`config.mk`:
```
export PLATFORM = sky130hd
export DESIGN_NAME = cu_top
export DESIGN_NICKNAME = d
export VERILOG_FILES = /design/src/cu_pkg.sv /design/src/cu_csr.sv /design/src/cu_dma.sv /design/src/cu_fsm.sv /design/src/cu_scratch.sv /design/src/cu_sequencer.sv /design/src/cu_top.sv
export SDC_FILE = /design/constraint.sdc
export NUM_CORES = 2
export LEC_CHECK = 0
export BUFFER_PORTS_ARGS = -buffer_cell sky130_fd_sc_hd__buf_2
export CELL_PAD_IN_SITES_DETAIL_PLACEMENT = 0
export CELL_PAD_IN_SITES_GLOBAL_PLACEMENT = 1
export CORE_MARGIN = 2
export CORE_UTILIZATION = 51
export CTS_CLUSTER_SIZE = 20
export DETAILED_ROUTE_END_ITERATION = 6
export PLACE_DENSITY_LB_ADDON = 0.3
export SLEW_MARGIN = 20
export SYNTH_ARGS = -nofsm -noshare
export SYNTH_HDL_FRONTEND = slang
export SYNTH_SLANG_ARGS = --single-unit
```
`constraint.sdc`:
```
create_clock -name clk -period 5.5 [get_ports clk]
set_clock_uncertainty 0.05 [all_clocks]
set_input_delay 0.55 -clock clk [delete_from_list [all_inputs] [get_ports clk]]
set_output_delay 0.55 -clock clk [all_outputs]
set_load 0.02 [all_outputs]
```
`src/cu_pkg.sv`:
```
package cu_pkg;

    ////////////////////////////////////////
    // widths and sizes
    ////////////////////////////////////////
    localparam int ADDR_W    = 12;
    localparam int DATA_W    = 16;
    localparam int BUF_DEPTH = 64;
    localparam int BUF_AW    = 6;
    // legal layer length 1 to 64
    localparam int LEN_W     = 7;
    localparam int CSR_AW    = 3;

    // signed saturation limits for the bias add
    localparam logic [DATA_W-1:0] SAT_MAX = {1'b0, {(DATA_W-1){1'b1}}};
    localparam logic [DATA_W-1:0] SAT_MIN = {1'b1, {(DATA_W-1){1'b0}}};

    ////////////////////////////////////////
    // enums
    ////////////////////////////////////////
    typedef enum logic [1:0] {
        OP_PASS,
        OP_RELU,
        OP_BIAS,
        OP_HALVE
    } cu_opcode_t;

    typedef enum logic [CSR_AW-1:0] {
        CSR_CTRL,
        CSR_IFM_BASE,
        CSR_OFM_BASE,
        CSR_LEN,
        CSR_OPCODE,
        CSR_BIAS
    } cu_csr_addr_t;

    typedef enum logic [2:0] {
        S_IDLE,
        S_FETCH_IFM,
        S_START_SEQ,
        S_WAIT_SEQ,
        S_WRITEBACK,
        S_DONE
    } cu_state_t;

    ////////////////////////////////////////
    // structs
    ////////////////////////////////////////
    typedef struct packed {
        logic [ADDR_W-1:0] ifm_base;
        logic [ADDR_W-1:0] ofm_base;
        logic [LEN_W-1:0]  ifm_len;
        logic [LEN_W-1:0]  ofm_len;
        cu_opcode_t        opcode;
        logic [DATA_W-1:0] bias;
    } layer_cfg_t;

    // level request, held until the matching done pulse
    typedef struct packed {
        logic              req;
        logic [ADDR_W-1:0] addr;
        logic [LEN_W-1:0]  len;
    } mem_req_t;

endpackage

```
`src/cu_csr.sv`:
```
`timescale 1ns/100ps

module cu_csr
    import cu_pkg::*;
(
    input  logic              clk,
    input  logic              rst,
    input  logic              csr_we,
    input  cu_csr_addr_t      csr_addr,
    input  logic [DATA_W-1:0] csr_wdata,
    output layer_cfg_t        cfg,
    output logic              start_decoded
);

    ////////////////////////////////////////
    // configuration registers
    ////////////////////////////////////////
    // contents survive a layer so the host may reuse them
    always_ff @(posedge clk, posedge rst) begin
        if (rst) begin
            cfg <= '0;
        end else if (csr_we) begin
            case (csr_addr)
                CSR_IFM_BASE: begin
                    cfg.ifm_base <= csr_wdata[ADDR_W-1:0];
                end
                CSR_OFM_BASE: begin
                    cfg.ofm_base <= csr_wdata[ADDR_W-1:0];
                end
                CSR_LEN: begin
                    // ifm in low byte, ofm in high byte
                    cfg.ifm_len <= csr_wdata[LEN_W-1:0];
                    cfg.ofm_len <= csr_wdata[8 +: LEN_W];
                end
                CSR_OPCODE: begin
                    cfg.opcode <= cu_opcode_t'(csr_wdata[1:0]);
                end
                CSR_BIAS: begin
                    cfg.bias <= csr_wdata;
                end
                default: begin
                end
            endcase
        end
    end

    ////////////////////////////////////////
    // go strobe
    ////////////////////////////////////////
    always_ff @(posedge clk, posedge rst) begin
        if (rst) begin
            start_decoded <= 1'b0;
        end else begin
            start_decoded <= csr_we && (csr_addr == CSR_CTRL) && csr_wdata[0];
        end
    end

endmodule

```
`src/cu_dma.sv`:
```
`timescale 1ns/100ps

module cu_dma
    import cu_pkg::*;
(
    input  logic              clk,
    input  logic              rst,
    input  mem_req_t          rd_req,
    input  mem_req_t          wr_req,
    input  logic [DATA_W-1:0] mem_rdata,
    input  logic [DATA_W-1:0] ofm_rdata,
    output logic              mem_read_done,
    output logic              mem_write_done,
    output logic              mem_rd_en,
    output logic              mem_wr_en,
    output logic [ADDR_W-1:0] mem_addr,
    output logic [DATA_W-1:0] mem_wdata,
    output logic              ifm_we,
    output logic [BUF_AW-1:0] ifm_waddr,
    output logic [DATA_W-1:0] ifm_wdata,
    output logic              ofm_re,
    output logic [BUF_AW-1:0] ofm_raddr
);

    typedef enum logic [1:0] {
        D_IDLE,
        D_READ,
        D_WRITE,
        D_DONE
    } dma_state_t;

    dma_state_t        state;
    logic [LEN_W-1:0]  cnt;
    logic              pend;
    logic [BUF_AW-1:0] pend_idx;
    logic              dir_rd;
    mem_req_t          act;
    logic              issue;

    // request being served
    assign act   = dir_rd ? rd_req : wr_req;
    assign issue = ((state == D_READ) || (state == D_WRITE)) && (cnt != act.len);

    ////////////////////////////////////////
    // control
    ////////////////////////////////////////
    always_ff @(posedge clk, posedge rst) begin
        if (rst) begin
            state  <= D_IDLE;
            cnt    <= '0;
            pend   <= 1'b0;
            dir_rd <= 1'b0;
        end else begin
            case (state)
                D_IDLE: begin
                    cnt  <= '0;
                    pend <= 1'b0;
                    if (rd_req.req) begin
                        state  <= D_READ;
                        dir_rd <= 1'b1;
                    end else if (wr_req.req) begin
                        state  <= D_WRITE;
                        dir_rd <= 1'b0;
                    end
                end
                D_READ, D_WRITE: begin
                    if (issue) begin
                        cnt <= cnt + 1'b1;
                    end
                    pend <= issue;
                    // last word has left the pipeline
                    if (!issue && pend) begin
                        state <= D_DONE;
                    end
                end
                default: begin
                    state <= D_IDLE;
                end
            endcase
        end
    end

    // index of the word that lands next cycle
    always_ff @(posedge clk) begin
        if (issue) begin
            pend_idx <= cnt[BUF_AW-1:0];
        end
    end

    ////////////////////////////////////////
    // memory and buffer side
    ////////////////////////////////////////
    assign mem_rd_en = (state == D_READ) && issue;
    assign mem_wr_en = (state == D_WRITE) && pend;
    assign mem_addr  = act.addr + ((state == D_READ) ? ADDR_W'(cnt) : ADDR_W'(pend_idx));
    assign mem_wdata = ofm_rdata;

    assign ifm_we    = (state == D_READ) && pend;
    assign ifm_waddr = pend_idx;
    assign ifm_wdata = mem_rdata;
    assign ofm_re    = (state == D_WRITE) && issue;
    assign ofm_raddr = cnt[BUF_AW-1:0];

    assign mem_read_done  = (state == D_DONE) && dir_rd;
    assign mem_write_done = (state == D_DONE) && !dir_rd;

endmodule

```
`src/cu_fsm.sv`:
```
`timescale 1ns/100ps

module cu_fsm
    import cu_pkg::*;
(
    input  logic       clk,
    input  logic       rst,
    input  logic       start_decoded,
    input  layer_cfg_t cfg,
    input  logic       mem_read_done,
    input  logic       mem_write_done,
    input  logic       seq_done,
    output mem_req_t   rd_req,
    output mem_req_t   wr_req,
    output logic       seq_start,
    output logic       phase_fetch,
    output logic       phase_compute,
    output logic       phase_writeback,
    output logic       busy,
    output logic       layer_done
);

    cu_state_t state;
    cu_state_t n_state;

    always_ff @(posedge clk, posedge rst) begin
        if (rst) begin
            state <= S_IDLE;
        end else begin
            state <= n_state;
        end
    end

    ////////////////////////////////////////
    // next state and outputs
    ////////////////////////////////////////
    always_comb begin
        n_state         = state;
        rd_req          = '0;
        wr_req          = '0;
        seq_start       = 1'b0;
        phase_fetch     = 1'b0;
        phase_compute   = 1'b0;
        phase_writeback = 1'b0;
        layer_done      = 1'b0;

        case (state)
            S_IDLE: begin
                // go is only looked at here, so repeats while busy drop out
                if (start_decoded) begin
                    n_state = S_FETCH_IFM;
                end
            end
            S_FETCH_IFM: begin
                phase_fetch = 1'b1;
                rd_req.req  = 1'b1;
                rd_req.addr = cfg.ifm_base;
                rd_req.len  = cfg.ifm_len;
                if (mem_read_done) begin
                    n_state = S_START_SEQ;
                end
            end
            S_START_SEQ: begin
                seq_start = 1'b1;
                n_state   = S_WAIT_SEQ;
            end
            S_WAIT_SEQ: begin
                phase_compute = 1'b1;
                if (seq_done) begin
                    n_state = S_WRITEBACK;
                end
            end
            S_WRITEBACK: begin
                phase_writeback = 1'b1;
                wr_req.req      = 1'b1;
                wr_req.addr     = cfg.ofm_base;
                wr_req.len      = cfg.ofm_len;
                if (mem_write_done) begin
                    n_state = S_DONE;
                end
            end
            S_DONE: begin
                layer_done = 1'b1;
                n_state    = S_IDLE;
            end
            default: begin
                n_state = S_IDLE;
            end
        endcase
    end

    assign busy = (state != S_IDLE);

endmodule

```
`src/cu_scratch.sv`:
```
`timescale 1ns/100ps

module cu_scratch
    import cu_pkg::*;
(
    input  logic              clk,
    input  logic              we,
    input  logic [BUF_AW-1:0] waddr,
    input  logic [DATA_W-1:0] wdata,
    input  logic              re,
    input  logic [BUF_AW-1:0] raddr,
    output logic [DATA_W-1:0] rdata
);

    logic [DATA_W-1:0] mem [BUF_DEPTH];

    always_ff @(posedge clk) begin
        if (we) begin
            mem[waddr] <= wdata;
        end
    end

    // data valid the cycle after re
    always_ff @(posedge clk) begin
        if (re) begin
            rdata <= mem[raddr];
        end
    end

endmodule

```
`src/cu_sequencer.sv`:
```
`timescale 1ns/100ps

module cu_sequencer
    import cu_pkg::*;
(
    input  logic              clk,
    input  logic              rst,
    input  logic              seq_start,
    input  layer_cfg_t        cfg,
    input  logic [DATA_W-1:0] ifm_rdata,
    output logic              seq_done,
    output logic              ifm_re,
    output logic [BUF_AW-1:0] ifm_raddr,
    output logic              ofm_we,
    output logic [BUF_AW-1:0] ofm_waddr,
    output logic [DATA_W-1:0] ofm_wdata
);

    logic              active;
    logic [LEN_W-1:0]  cnt;
    logic              issue;
    logic              v2;
    logic [BUF_AW-1:0] widx;
    logic [DATA_W:0]   sum;
    logic [DATA_W-1:0] result;

    assign issue = active && (cnt != cfg.ifm_len);

    ////////////////////////////////////////
    // stage 1, buffer read
    ////////////////////////////////////////
    always_ff @(posedge clk, posedge rst) begin
        if (rst) begin
            active   <= 1'b0;
            cnt      <= '0;
            v2       <= 1'b0;
            seq_done <= 1'b0;
        end else begin
            seq_done <= 1'b0;
            if (seq_start) begin
                active <= 1'b1;
                cnt    <= '0;
                v2     <= 1'b0;
            end else if (active) begin
                if (issue) begin
                    cnt <= cnt + 1'b1;
                end
                v2 <= issue;
                if (!issue && v2) begin
                    active   <= 1'b0;
                    seq_done <= 1'b1;
                end
            end
        end
    end

    always_ff @(posedge clk) begin
        if (issue) begin
            widx <= cnt[BUF_AW-1:0];
        end
    end

    assign ifm_re    = issue;
    assign ifm_raddr = cnt[BUF_AW-1:0];

    ////////////////////////////////////////
    // stage 2, operate and write
    ////////////////////////////////////////
    always_comb begin
        // one extra bit catches signed overflow
        sum = {ifm_rdata[DATA_W-1], ifm_rdata} + {cfg.bias[DATA_W-1], cfg.bias};
        case (cfg.opcode)
            OP_PASS:  result = ifm_rdata;
            OP_RELU:  result = ifm_rdata[DATA_W-1] ? '0 : ifm_rdata;
            OP_BIAS: begin
                if (sum[DATA_W] != sum[DATA_W-1]) begin
                    result = sum[DATA_W] ? SAT_MIN : SAT_MAX;
                end else begin
                    result = sum[DATA_W-1:0];
                end
            end
            OP_HALVE: result = {ifm_rdata[DATA_W-1], ifm_rdata[DATA_W-1:1]};
            default:  result = ifm_rdata;
        endcase
    end

    assign ofm_we    = v2;
    assign ofm_waddr = widx;
    assign ofm_wdata = result;

endmodule

```
`src/cu_top.sv`:
```
`timescale 1ns/100ps

module cu_top
    import cu_pkg::*;
(
    input  logic              clk,
    input  logic              rst,
    input  logic              csr_we,
    input  cu_csr_addr_t      csr_addr,
    input  logic [DATA_W-1:0] csr_wdata,
    input  logic [DATA_W-1:0] mem_rdata,
    output logic              mem_rd_en,
    output logic              mem_wr_en,
    output logic [ADDR_W-1:0] mem_addr,
    output logic [DATA_W-1:0] mem_wdata,
    output logic              busy,
    output logic              layer_done,
    output logic              phase_fetch,
    output logic              phase_compute,
    output logic              phase_writeback
);

    layer_cfg_t        cfg;
    logic              start_decoded;
    mem_req_t          rd_req;
    mem_req_t          wr_req;
    logic              mem_read_done;
    logic              mem_write_done;
    logic              seq_start;
    logic              seq_done;

    // ifm buffer, written by the mover and read by the sequencer
    logic              ifm_we;
    logic [BUF_AW-1:0] ifm_waddr;
    logic [DATA_W-1:0] ifm_wdata;
    logic              ifm_re;
    logic [BUF_AW-1:0] ifm_raddr;
    logic [DATA_W-1:0] ifm_rdata;

    // ofm buffer, written by the sequencer and read by the mover
    logic              ofm_we;
    logic [BUF_AW-1:0] ofm_waddr;
    logic [DATA_W-1:0] ofm_wdata;
    logic              ofm_re;
    logic [BUF_AW-1:0] ofm_raddr;
    logic [DATA_W-1:0] ofm_rdata;

    ////////////////////////////////////////
    // control
    ////////////////////////////////////////
    cu_csr csr_i (
        .clk, .rst, .csr_we, .csr_addr, .csr_wdata,
        .cfg, .start_decoded
    );

    cu_fsm fsm_i (
        .clk, .rst, .start_decoded, .cfg, .mem_read_done, .mem_write_done, .seq_done,
        .rd_req, .wr_req, .seq_start, .phase_fetch, .phase_compute, .phase_writeback,
        .busy, .layer_done
    );

    ////////////////////////////////////////
    // datapath
    ////////////////////////////////////////
    cu_dma dma_i (
        .clk, .rst, .rd_req, .wr_req, .mem_rdata, .ofm_rdata,
        .mem_read_done, .mem_write_done, .mem_rd_en, .mem_wr_en, .mem_addr, .mem_wdata,
        .ifm_we, .ifm_waddr, .ifm_wdata, .ofm_re, .ofm_raddr
    );

    cu_sequencer seq_i (
        .clk, .rst, .seq_start, .cfg, .ifm_rdata,
        .seq_done, .ifm_re, .ifm_raddr, .ofm_we, .ofm_waddr, .ofm_wdata
    );

    cu_scratch ifm_buf_i (
        .clk, .we(ifm_we), .waddr(ifm_waddr), .wdata(ifm_wdata),
        .re(ifm_re), .raddr(ifm_raddr), .rdata(ifm_rdata)
    );

    cu_scratch ofm_buf_i (
        .clk, .we(ofm_we), .waddr(ofm_waddr), .wdata(ofm_wdata),
        .re(ofm_re), .raddr(ofm_raddr), .rdata(ofm_rdata)
    );

endmodule

```
# After elaboration in Yosys (flattened, before gate mapping)
# Memories as Yosys holds them, arrays and structs flattened. A register that Yosys moved wholly into a read port is not among the register bits.
# Cells that the tools add are included.
[totals] regBits=93 wordCells=128 n_memories=2 output_inout_bits=35 ramBits=2048
[op_classes] mux=42 addsub=4 n_reduce_logical=36 eq_ne=26
[memory_table] memory="ifm_buf_i.mem" words=64 width=16 rd=1 rd_clocked_by_memory_dff=1 write_ports=1 line="cu_scratch.sv:15" source="logic [DATA_W-1:0] mem [BUF_DEPTH];"
[memory_table] memory="ofm_buf_i.mem" words=64 width=16 rd=1 rd_clocked_by_memory_dff=1 write_ports=1 line="cu_scratch.sv:15"
[ops] op="one-hot mux 16 bit (4 select lines)" count=1
[ops] op="two-way mux 20 bit" count=2
[ops] op="two-way mux 7 bit" count=5
[ops] op="two-way mux 16 bit" count=2
[ops] op="two-way mux 1 bit" count=19
[ops] op="two-way mux 19 bit" count=1
[ops] op="AND reduction 2 bit" count=9
[ops] op="adder 16 x 16 -> 17 bit" count=1
[ops] op="two-way mux 15 bit" count=1
[ops] op="one-hot mux 3 bit (5 select lines)" count=1
[ops] op="adder 7 x 1 -> 7 bit, second input constant" count=2
[ops] op="!= test 7 bit" count=2
[ops] op="one-hot mux 7 bit (2 select lines)" count=1
[ops] op="adder 12 bit" count=1
[ops] op="== test 3 x 2 -> 1 bit, second input constant" count=4
[ops] op="== test 3 bit, second input constant" count=4
[ops] op="logical AND 1 bit" count=12
[ops] op="two-way mux 3 bit" count=4
[ops] op="!= test 2 x 1 -> 1 bit, second input constant" count=5
[ops] op="== test 2 bit, second input constant" count=4
[ops] op="nonzero test 2 bit" count=4
[ops] op="== test 3 x 1 -> 1 bit, second input constant" count=2
[ops] op="zero test 3 bit" count=2
[ops] op="two-way mux 2 bit" count=3
[ops] op="12 further kinds" count=16

# Logic depth before layout (Yosys ltp)
[logic_depth] ltp_word=9 mapped_depth=17 mapped_depth_nobuf=15

# Hierarchy
# From an unflattened synthesis, not the netlist that was laid out.
[hier_totals] cells_unflattened=4303 hier_area_um2=87043.5
[modules_own_cells] mod="cu_scratch" area_each_um2=40202.3 cells_each=1829 seq_area_each_um2=31230.0 n_inst=2
[modules_own_cells] mod="cu_csr" area_each_um2=2165.8 cells_each=125 seq_area_each_um2=1426.4 n_inst=1
[modules_own_cells] mod="cu_sequencer" area_each_um2=2055.7 cells_each=239 seq_area_each_um2=430.4 n_inst=1
[modules_own_cells] mod="cu_dma" area_each_um2=1940.6 cells_each=213 seq_area_each_um2=455.4 n_inst=1
[modules_own_cells] mod="cu_fsm" area_each_um2=476.7 cells_each=68 seq_area_each_um2=75.1 n_inst=1

# Worst setup path after synthesis
# Ideal clock, no wire load.
[synth_path] kind="reg2reg" startpoint="reg ifm_buf_i.rdata[10] (read register of ifm_buf_i.mem)" endpoint="mem ofm_buf_i.mem[0][8], data pin" arrival_ns=4.769 path_slack_ns=-0.040 path_buffers=0 stages_incl_launch_ff=10 cell_sequence="edfxtp_1 ha_1 and3_1 and2_1 a221o_1 a21oi_1 o21ai_1 mux2_2 nor2_1 a211oi_1"
[synth_between] elab_chain_len=4 elab_cells_between_ends=5
[synth_lines] element="start: declaration" line="cu_scratch.sv:12" source="output logic [DATA_W-1:0] rdata"
[synth_lines] element="adder 16 x 16 -> 17 bit (*)" line="cu_sequencer.sv:71" source="sum = {ifm_rdata[DATA_W-1], ifm_rdata} + {cfg.bias[DATA_W-1], cfg.bias};"
[synth_lines] element="two-way mux 16 bit or != test 1 bit (tied branches)" line="cu_sequencer.sv:77, cu_sequencer.sv:76"
[synth_lines] element="two-way mux 16 bit (*)" line="cu_sequencer.sv:76" source="if (sum[DATA_W] != sum[DATA_W-1]) begin"
[synth_lines] element="one-hot mux 16 bit (4 select lines) (*)" line="cu_sequencer.sv:72" source="case (cfg.opcode)"
[synth_lines] element="net ofm_buf_i.wdata[8]" line="cu_scratch.sv:9" source="input logic [DATA_W-1:0] wdata,"
[synth_lines] element="end: declaration" line="cu_scratch.sv:15"
# Mark *: on every way through the listed nets, which the timed path passes. The rest lies on a longest branch.

# Worst setup path after layout
[layout_path] startpoint="reg fsm_i.state[0]" endpoint="out mem_addr[8]"
[layout_between] elab_chain_len=4 elab_cells_between_ends=6
[layout_lines] element="start: declaration" line="cu_fsm.sv:23" source="cu_state_t state;"
[layout_lines] element="start signal: assignment" line="cu_fsm.sv:30" source="state <= n_state;"
[layout_lines] element="== test 3 bit or == test 3 x 1 -> 1 bit (tied branches)" line="cu_fsm.sv:47" source="case (state)"
[layout_lines] element="two-way mux 20 bit" line="cu_fsm.sv:47"
[layout_lines] element="two-way mux 19 bit (*)" line="cu_dma.sv:41" source="assign act = dir_rd ? rd_req : wr_req;"
[layout_lines] element="adder 12 bit (*)" line="cu_dma.sv:95" source="assign mem_addr = act.addr + ((state == D_READ) ? ADDR_W'(cnt) : ADDR_W'(pend_idx));"
[layout_lines] element="end: declaration" line="cu_top.sv:14" source="output logic [ADDR_W-1:0] mem_addr,"
# Every way passes the cells marked *; elsewhere a longest branch is shown, timed or not.

==> flow_metrics.py <==
metrics = {
    "run_status": {
        "status": "finished, final reports clean",
    },
    "timing": {
        "slew_violations": 0,
        "worst_pin_slew_ns": 1.111,
        "hold_viol_final": 0,
        "fin_crit_sh_pct": 91.84,
        "slew_headroom_pct": 25.84,
        "period_needed_ns": 5.051,
        "finalSetupTns_ns": 0,
        "setup_viol": 0,
        "clock.fmax_ghz": 0.1980,
        "rsz0062_at_grt": "false",
    },
    "grt": {
        "grt_util_all_layers_pct": 24.38,
        "first_global_vias": 39810,
        "grt_pass1_wl_um": 292600,
        "grt_max_degree": 130,
        "grt_antenna_before_repair": 10,
        "grt-ovfl-total": 0,
    },
    "synth": {
        "synthTopCellsByArea": "edfxtp_1, mux4_2, dfrtp_1",
        "synth_common_cells": "edfxtp_1, mux4_2, nor2_1, clkbuf_1, dfrtp_1",
        "synth_edf_count": 2092,
        "ys_ff_latch": 2173,
        "syn_area_per_cell_um2": 22.86,
        "synthCells": 3713,
        "synthMostInstantiatedCell": "edfxtp_1",
        "synth.distinct_cells": 60,
        "yosysSeqAreaShare_pct": 76.42,
        "synthArstFlopShare_pct": 3.728,
        "yosys.area.top_type": "edfxtp_1",
        "netlist_area_mm2": 0.08486,
        "yosysWarningCount": 0,
        "synth_nets": 3782,
        "synthFlopType": "edfxtp_1",
        "yosysTopAreaCellShare_pct": 74.03,
    },
    "placed_design": {
        "post_dp_cell_area_mm2": 0.08910,
        "gp_congestion": 0.8266,
        "io_buffers": 72,
        "dp_hpwl_um": 119800,
    },
    "clock_tree": {
        "clock-sinks": 2173,
        "path_clk_slew_ns": 0.06,
        "cts_buffers": 209,
        "clk_latency_ns": 0.84,
        "post_cts_buffers": 0,
        "clk_path_buf_depth": 3,
        "tritoncts": "done",
        "h-tree-depth": 4,
        "cts_root_buf": "clkbuf_16",
    },
    "drt": {
        "ant_nets": 0,
        "drc": 0,
        "first_iter_violations": 4706,
        "vias": 40120,
        "vias_per_cell": 6.266,
        "drt-total-wl_um": 204400,
        "wire_per_inst_um": 31.92,
        "dr.pass1.iters": 5,
    },
    "worst_setup_path": {
        "path_cells": "nor2b_1 -> nor2b_2 -> and2_2 -> a22o_1 -> ha_1 -> inv_1 -> fa_1 -> nor2b_1 -> o21ai_0 -> a21boi_0 -> o21ai_0 -> a21boi_0 -> nor2_1 -> nor2_1 -> xnor2_1 -> buf_2",
        "worst-path-buf-inv": 2,
        "crit_arrival_ns": 4.45,
        "slowest_stage": "dfrtp_2",
        "crit_family": "simple AND/OR/NAND/NOR gates",
        "crit_required_ns": 4.90,
        "worstSetupStartpointType": "flop",
        "crit_type": "flop to primary output",
        "cpPeakStageDelay_ns": 0.49,
        "critPathCaptureType": "primary output",
        "crit_fanout": 13,
    },
    "floorplanning": {
        "coreArea_mm2": 0.1652,
        "die_h_um": 411.9,
        "ios": 73,
        "die_area_mm2": 0.1697,
        "start_util_pct": 51.38,
        "core.rowCount": 149,
        "die_w_um": 411.9,
    },
    "worst_hold_path": {
        "min_path_type": "input pin to flop",
    },
    "power_and_ir_drop": {
        "powerDensity_mw_per_mm2": 520.0,
        "leakage_nw": 30.21,
        "vdd_drop_max_uv": 425.5,
    },
    "cells_and_area": {
        "postLayoutCoreUtil_pct": 58.16,
        "fillers": 11860,
        "stdcell_area_mm2": 0.09607,
        "area_delta_synth_final_pct": 13.21,
        "multiInputGateArea_mm2": 0.01935,
        "layout-drive-gt1-share_pct": 31.87,
        "regArea_mm2": 0.06488,
        "nets": 4098,
    },
    "run": {
        "cap_viol_max_count": 0,
    },
}
[flip-flops by register name, summed over array words and instances (netlist names)]
signal and cells:
ofm_buf_i.mem 1024, dma_i.dir_rd 1, ofm_buf_i.rdata 16, seq_i.seq_done 1
ifm_buf_i.rdata 16, dma_i.cnt 7, seq_i.active 1, csr_i.cfg 56
fsm_i.state 3, seq_i.ofm_we 1, seq_i.cnt 7, dma_i.ifm_waddr 6
csr_i.start_decoded 1, seq_i.ofm_waddr 6, ifm_buf_i.mem 1024, dma_i.pend 1
dma_i.state 2
[per-stage QoR]
stage / instances / hold WS (ns) / setup slack (ns) / power, mW
global route: 6397 / 0.04774 / 0.02427 / 51.72
detailed placement: 5988 / 0.4273 / 1.029 / 36.40
floorplan: 3713 / 0.3731 / -0.04033 / 31.10
finish: 6403 / 0.06613 / 0.4488 / 49.96
global placement: 5988 / 0.4273 / 1.064 / 36.21
CTS: 6396 / 0.005745 / 0.09805 / 50.35
[layout make-up]
type,instances,share of cell area [%]
tap,2189,2.851
timing repair buffer,298,2.399
inverter,17,0.07033
antenna,6,0.01563
clock inverter,127,1.268
clock buffer,263,5.726
multi-input combinational,1330,20.14
sequential,2173,67.53
[cells in the final DEF (no fill, tap or decap), types with 7 or more instances in the layout]
cell type,count
a211oi_1,19
a21o_1,11
a21oi_1,28
a22o_1,9
a22oi_1,16
a31oi_1,22
and3_1,7
buf_12,13
buf_2,64
buf_4,202
bufinv_16,17
clkbuf_1,47
clkbuf_16,210
clkinv_1,51
clkinv_2,35
clkinvlp_4,8
dfrtp_1,72
dfrtp_4,7
dlygate4sd3_1,18
edfxtp_1,2092
ha_1,29
inv_1,15
mux2_2,64
mux2i_1,8
mux4_2,653
nand2_1,79
nand2b_1,9
nand3_1,18
nand3b_1,8
nand4_1,8
nor2_1,138
nor2_2,17
nor2b_1,39
o21ai_0,24
xnor2_1,23
xor2_1,14
[routing by layer]
metal	GRT usage, %	routed length [um]
met1	33.41	79780
met2	40.53	104100
met3	4.066	14380
met4	7.538	6128
met5	0	38
[cells by family (layout without fill, tap and decap cells)]
| kind of cell | after synthesis | after routing | synth area share (%) |
|---|---|---|---|
| compound gates | 169 | 169 | 1.348 |
| xor+xnor | 37 | 37 | 0.3819 |
| fa+ha+maj | 31 | 31 | 0.4748 |
| buf+inv | 210 | 705 | 1.016 |
| flops | 2173 | 2173 | 76.42 |
| mux | 727 | 727 | 18.30 |
| other cells | 0 | 6 | 0 |
| simple gates | 366 | 366 | 2.064 |
[final timing paths]
check                                   start                   end  slack (ns)  depth (start not counted)
max                            fsm_i.state[0]           mem_addr[8]        0.45                         16
min                               csr_addr[0]   csr_i.start_decoded        0.07                          2
max reg2reg                ifm_buf_i.rdata[8]  ofm_buf_i.mem[10][0]        1.25                         10
min reg2reg                     csr_i.cfg[19]         csr_i.cfg[19]        0.46                          1
max in group asynchronous                 rst          dma_i.cnt[2]        3.99                          4
min in group asynchronous                 rst         csr_i.cfg[15]        0.14                          3
[report_power, final]
group	internal, mW	total (mW)	leakage (nW)	switching [mW]
Sequential	21.1	21.9	19.8	0.777
Combinational	5.66	14.0	7.11	8.38
Clock	7.91	14.0	3.26	6.11
[worst register-to-register path, delay by kind of cell (launching register included)]
| family | cells | cell delay, ns |
|---|---|---|
| DFF | 1 | 0.43 |
| AOI/OAI and AO/OA | 3 | 0.79 |
| adders and majority gates | 1 | 0.37 |
| muxes | 1 | 0.32 |
| and+or+nand+nor | 4 | 1.45 |
| buffers and inverters | 1 | 0.54 |
[repair_timing]
item,4_1_cts,5_1_grt
hold endpoints to repair,68,0
hold buffers,18,0
gates resized for setup,0,3
setup endpoints to repair,0,3
Note: power is estimated with default switching activity, not from simulation.
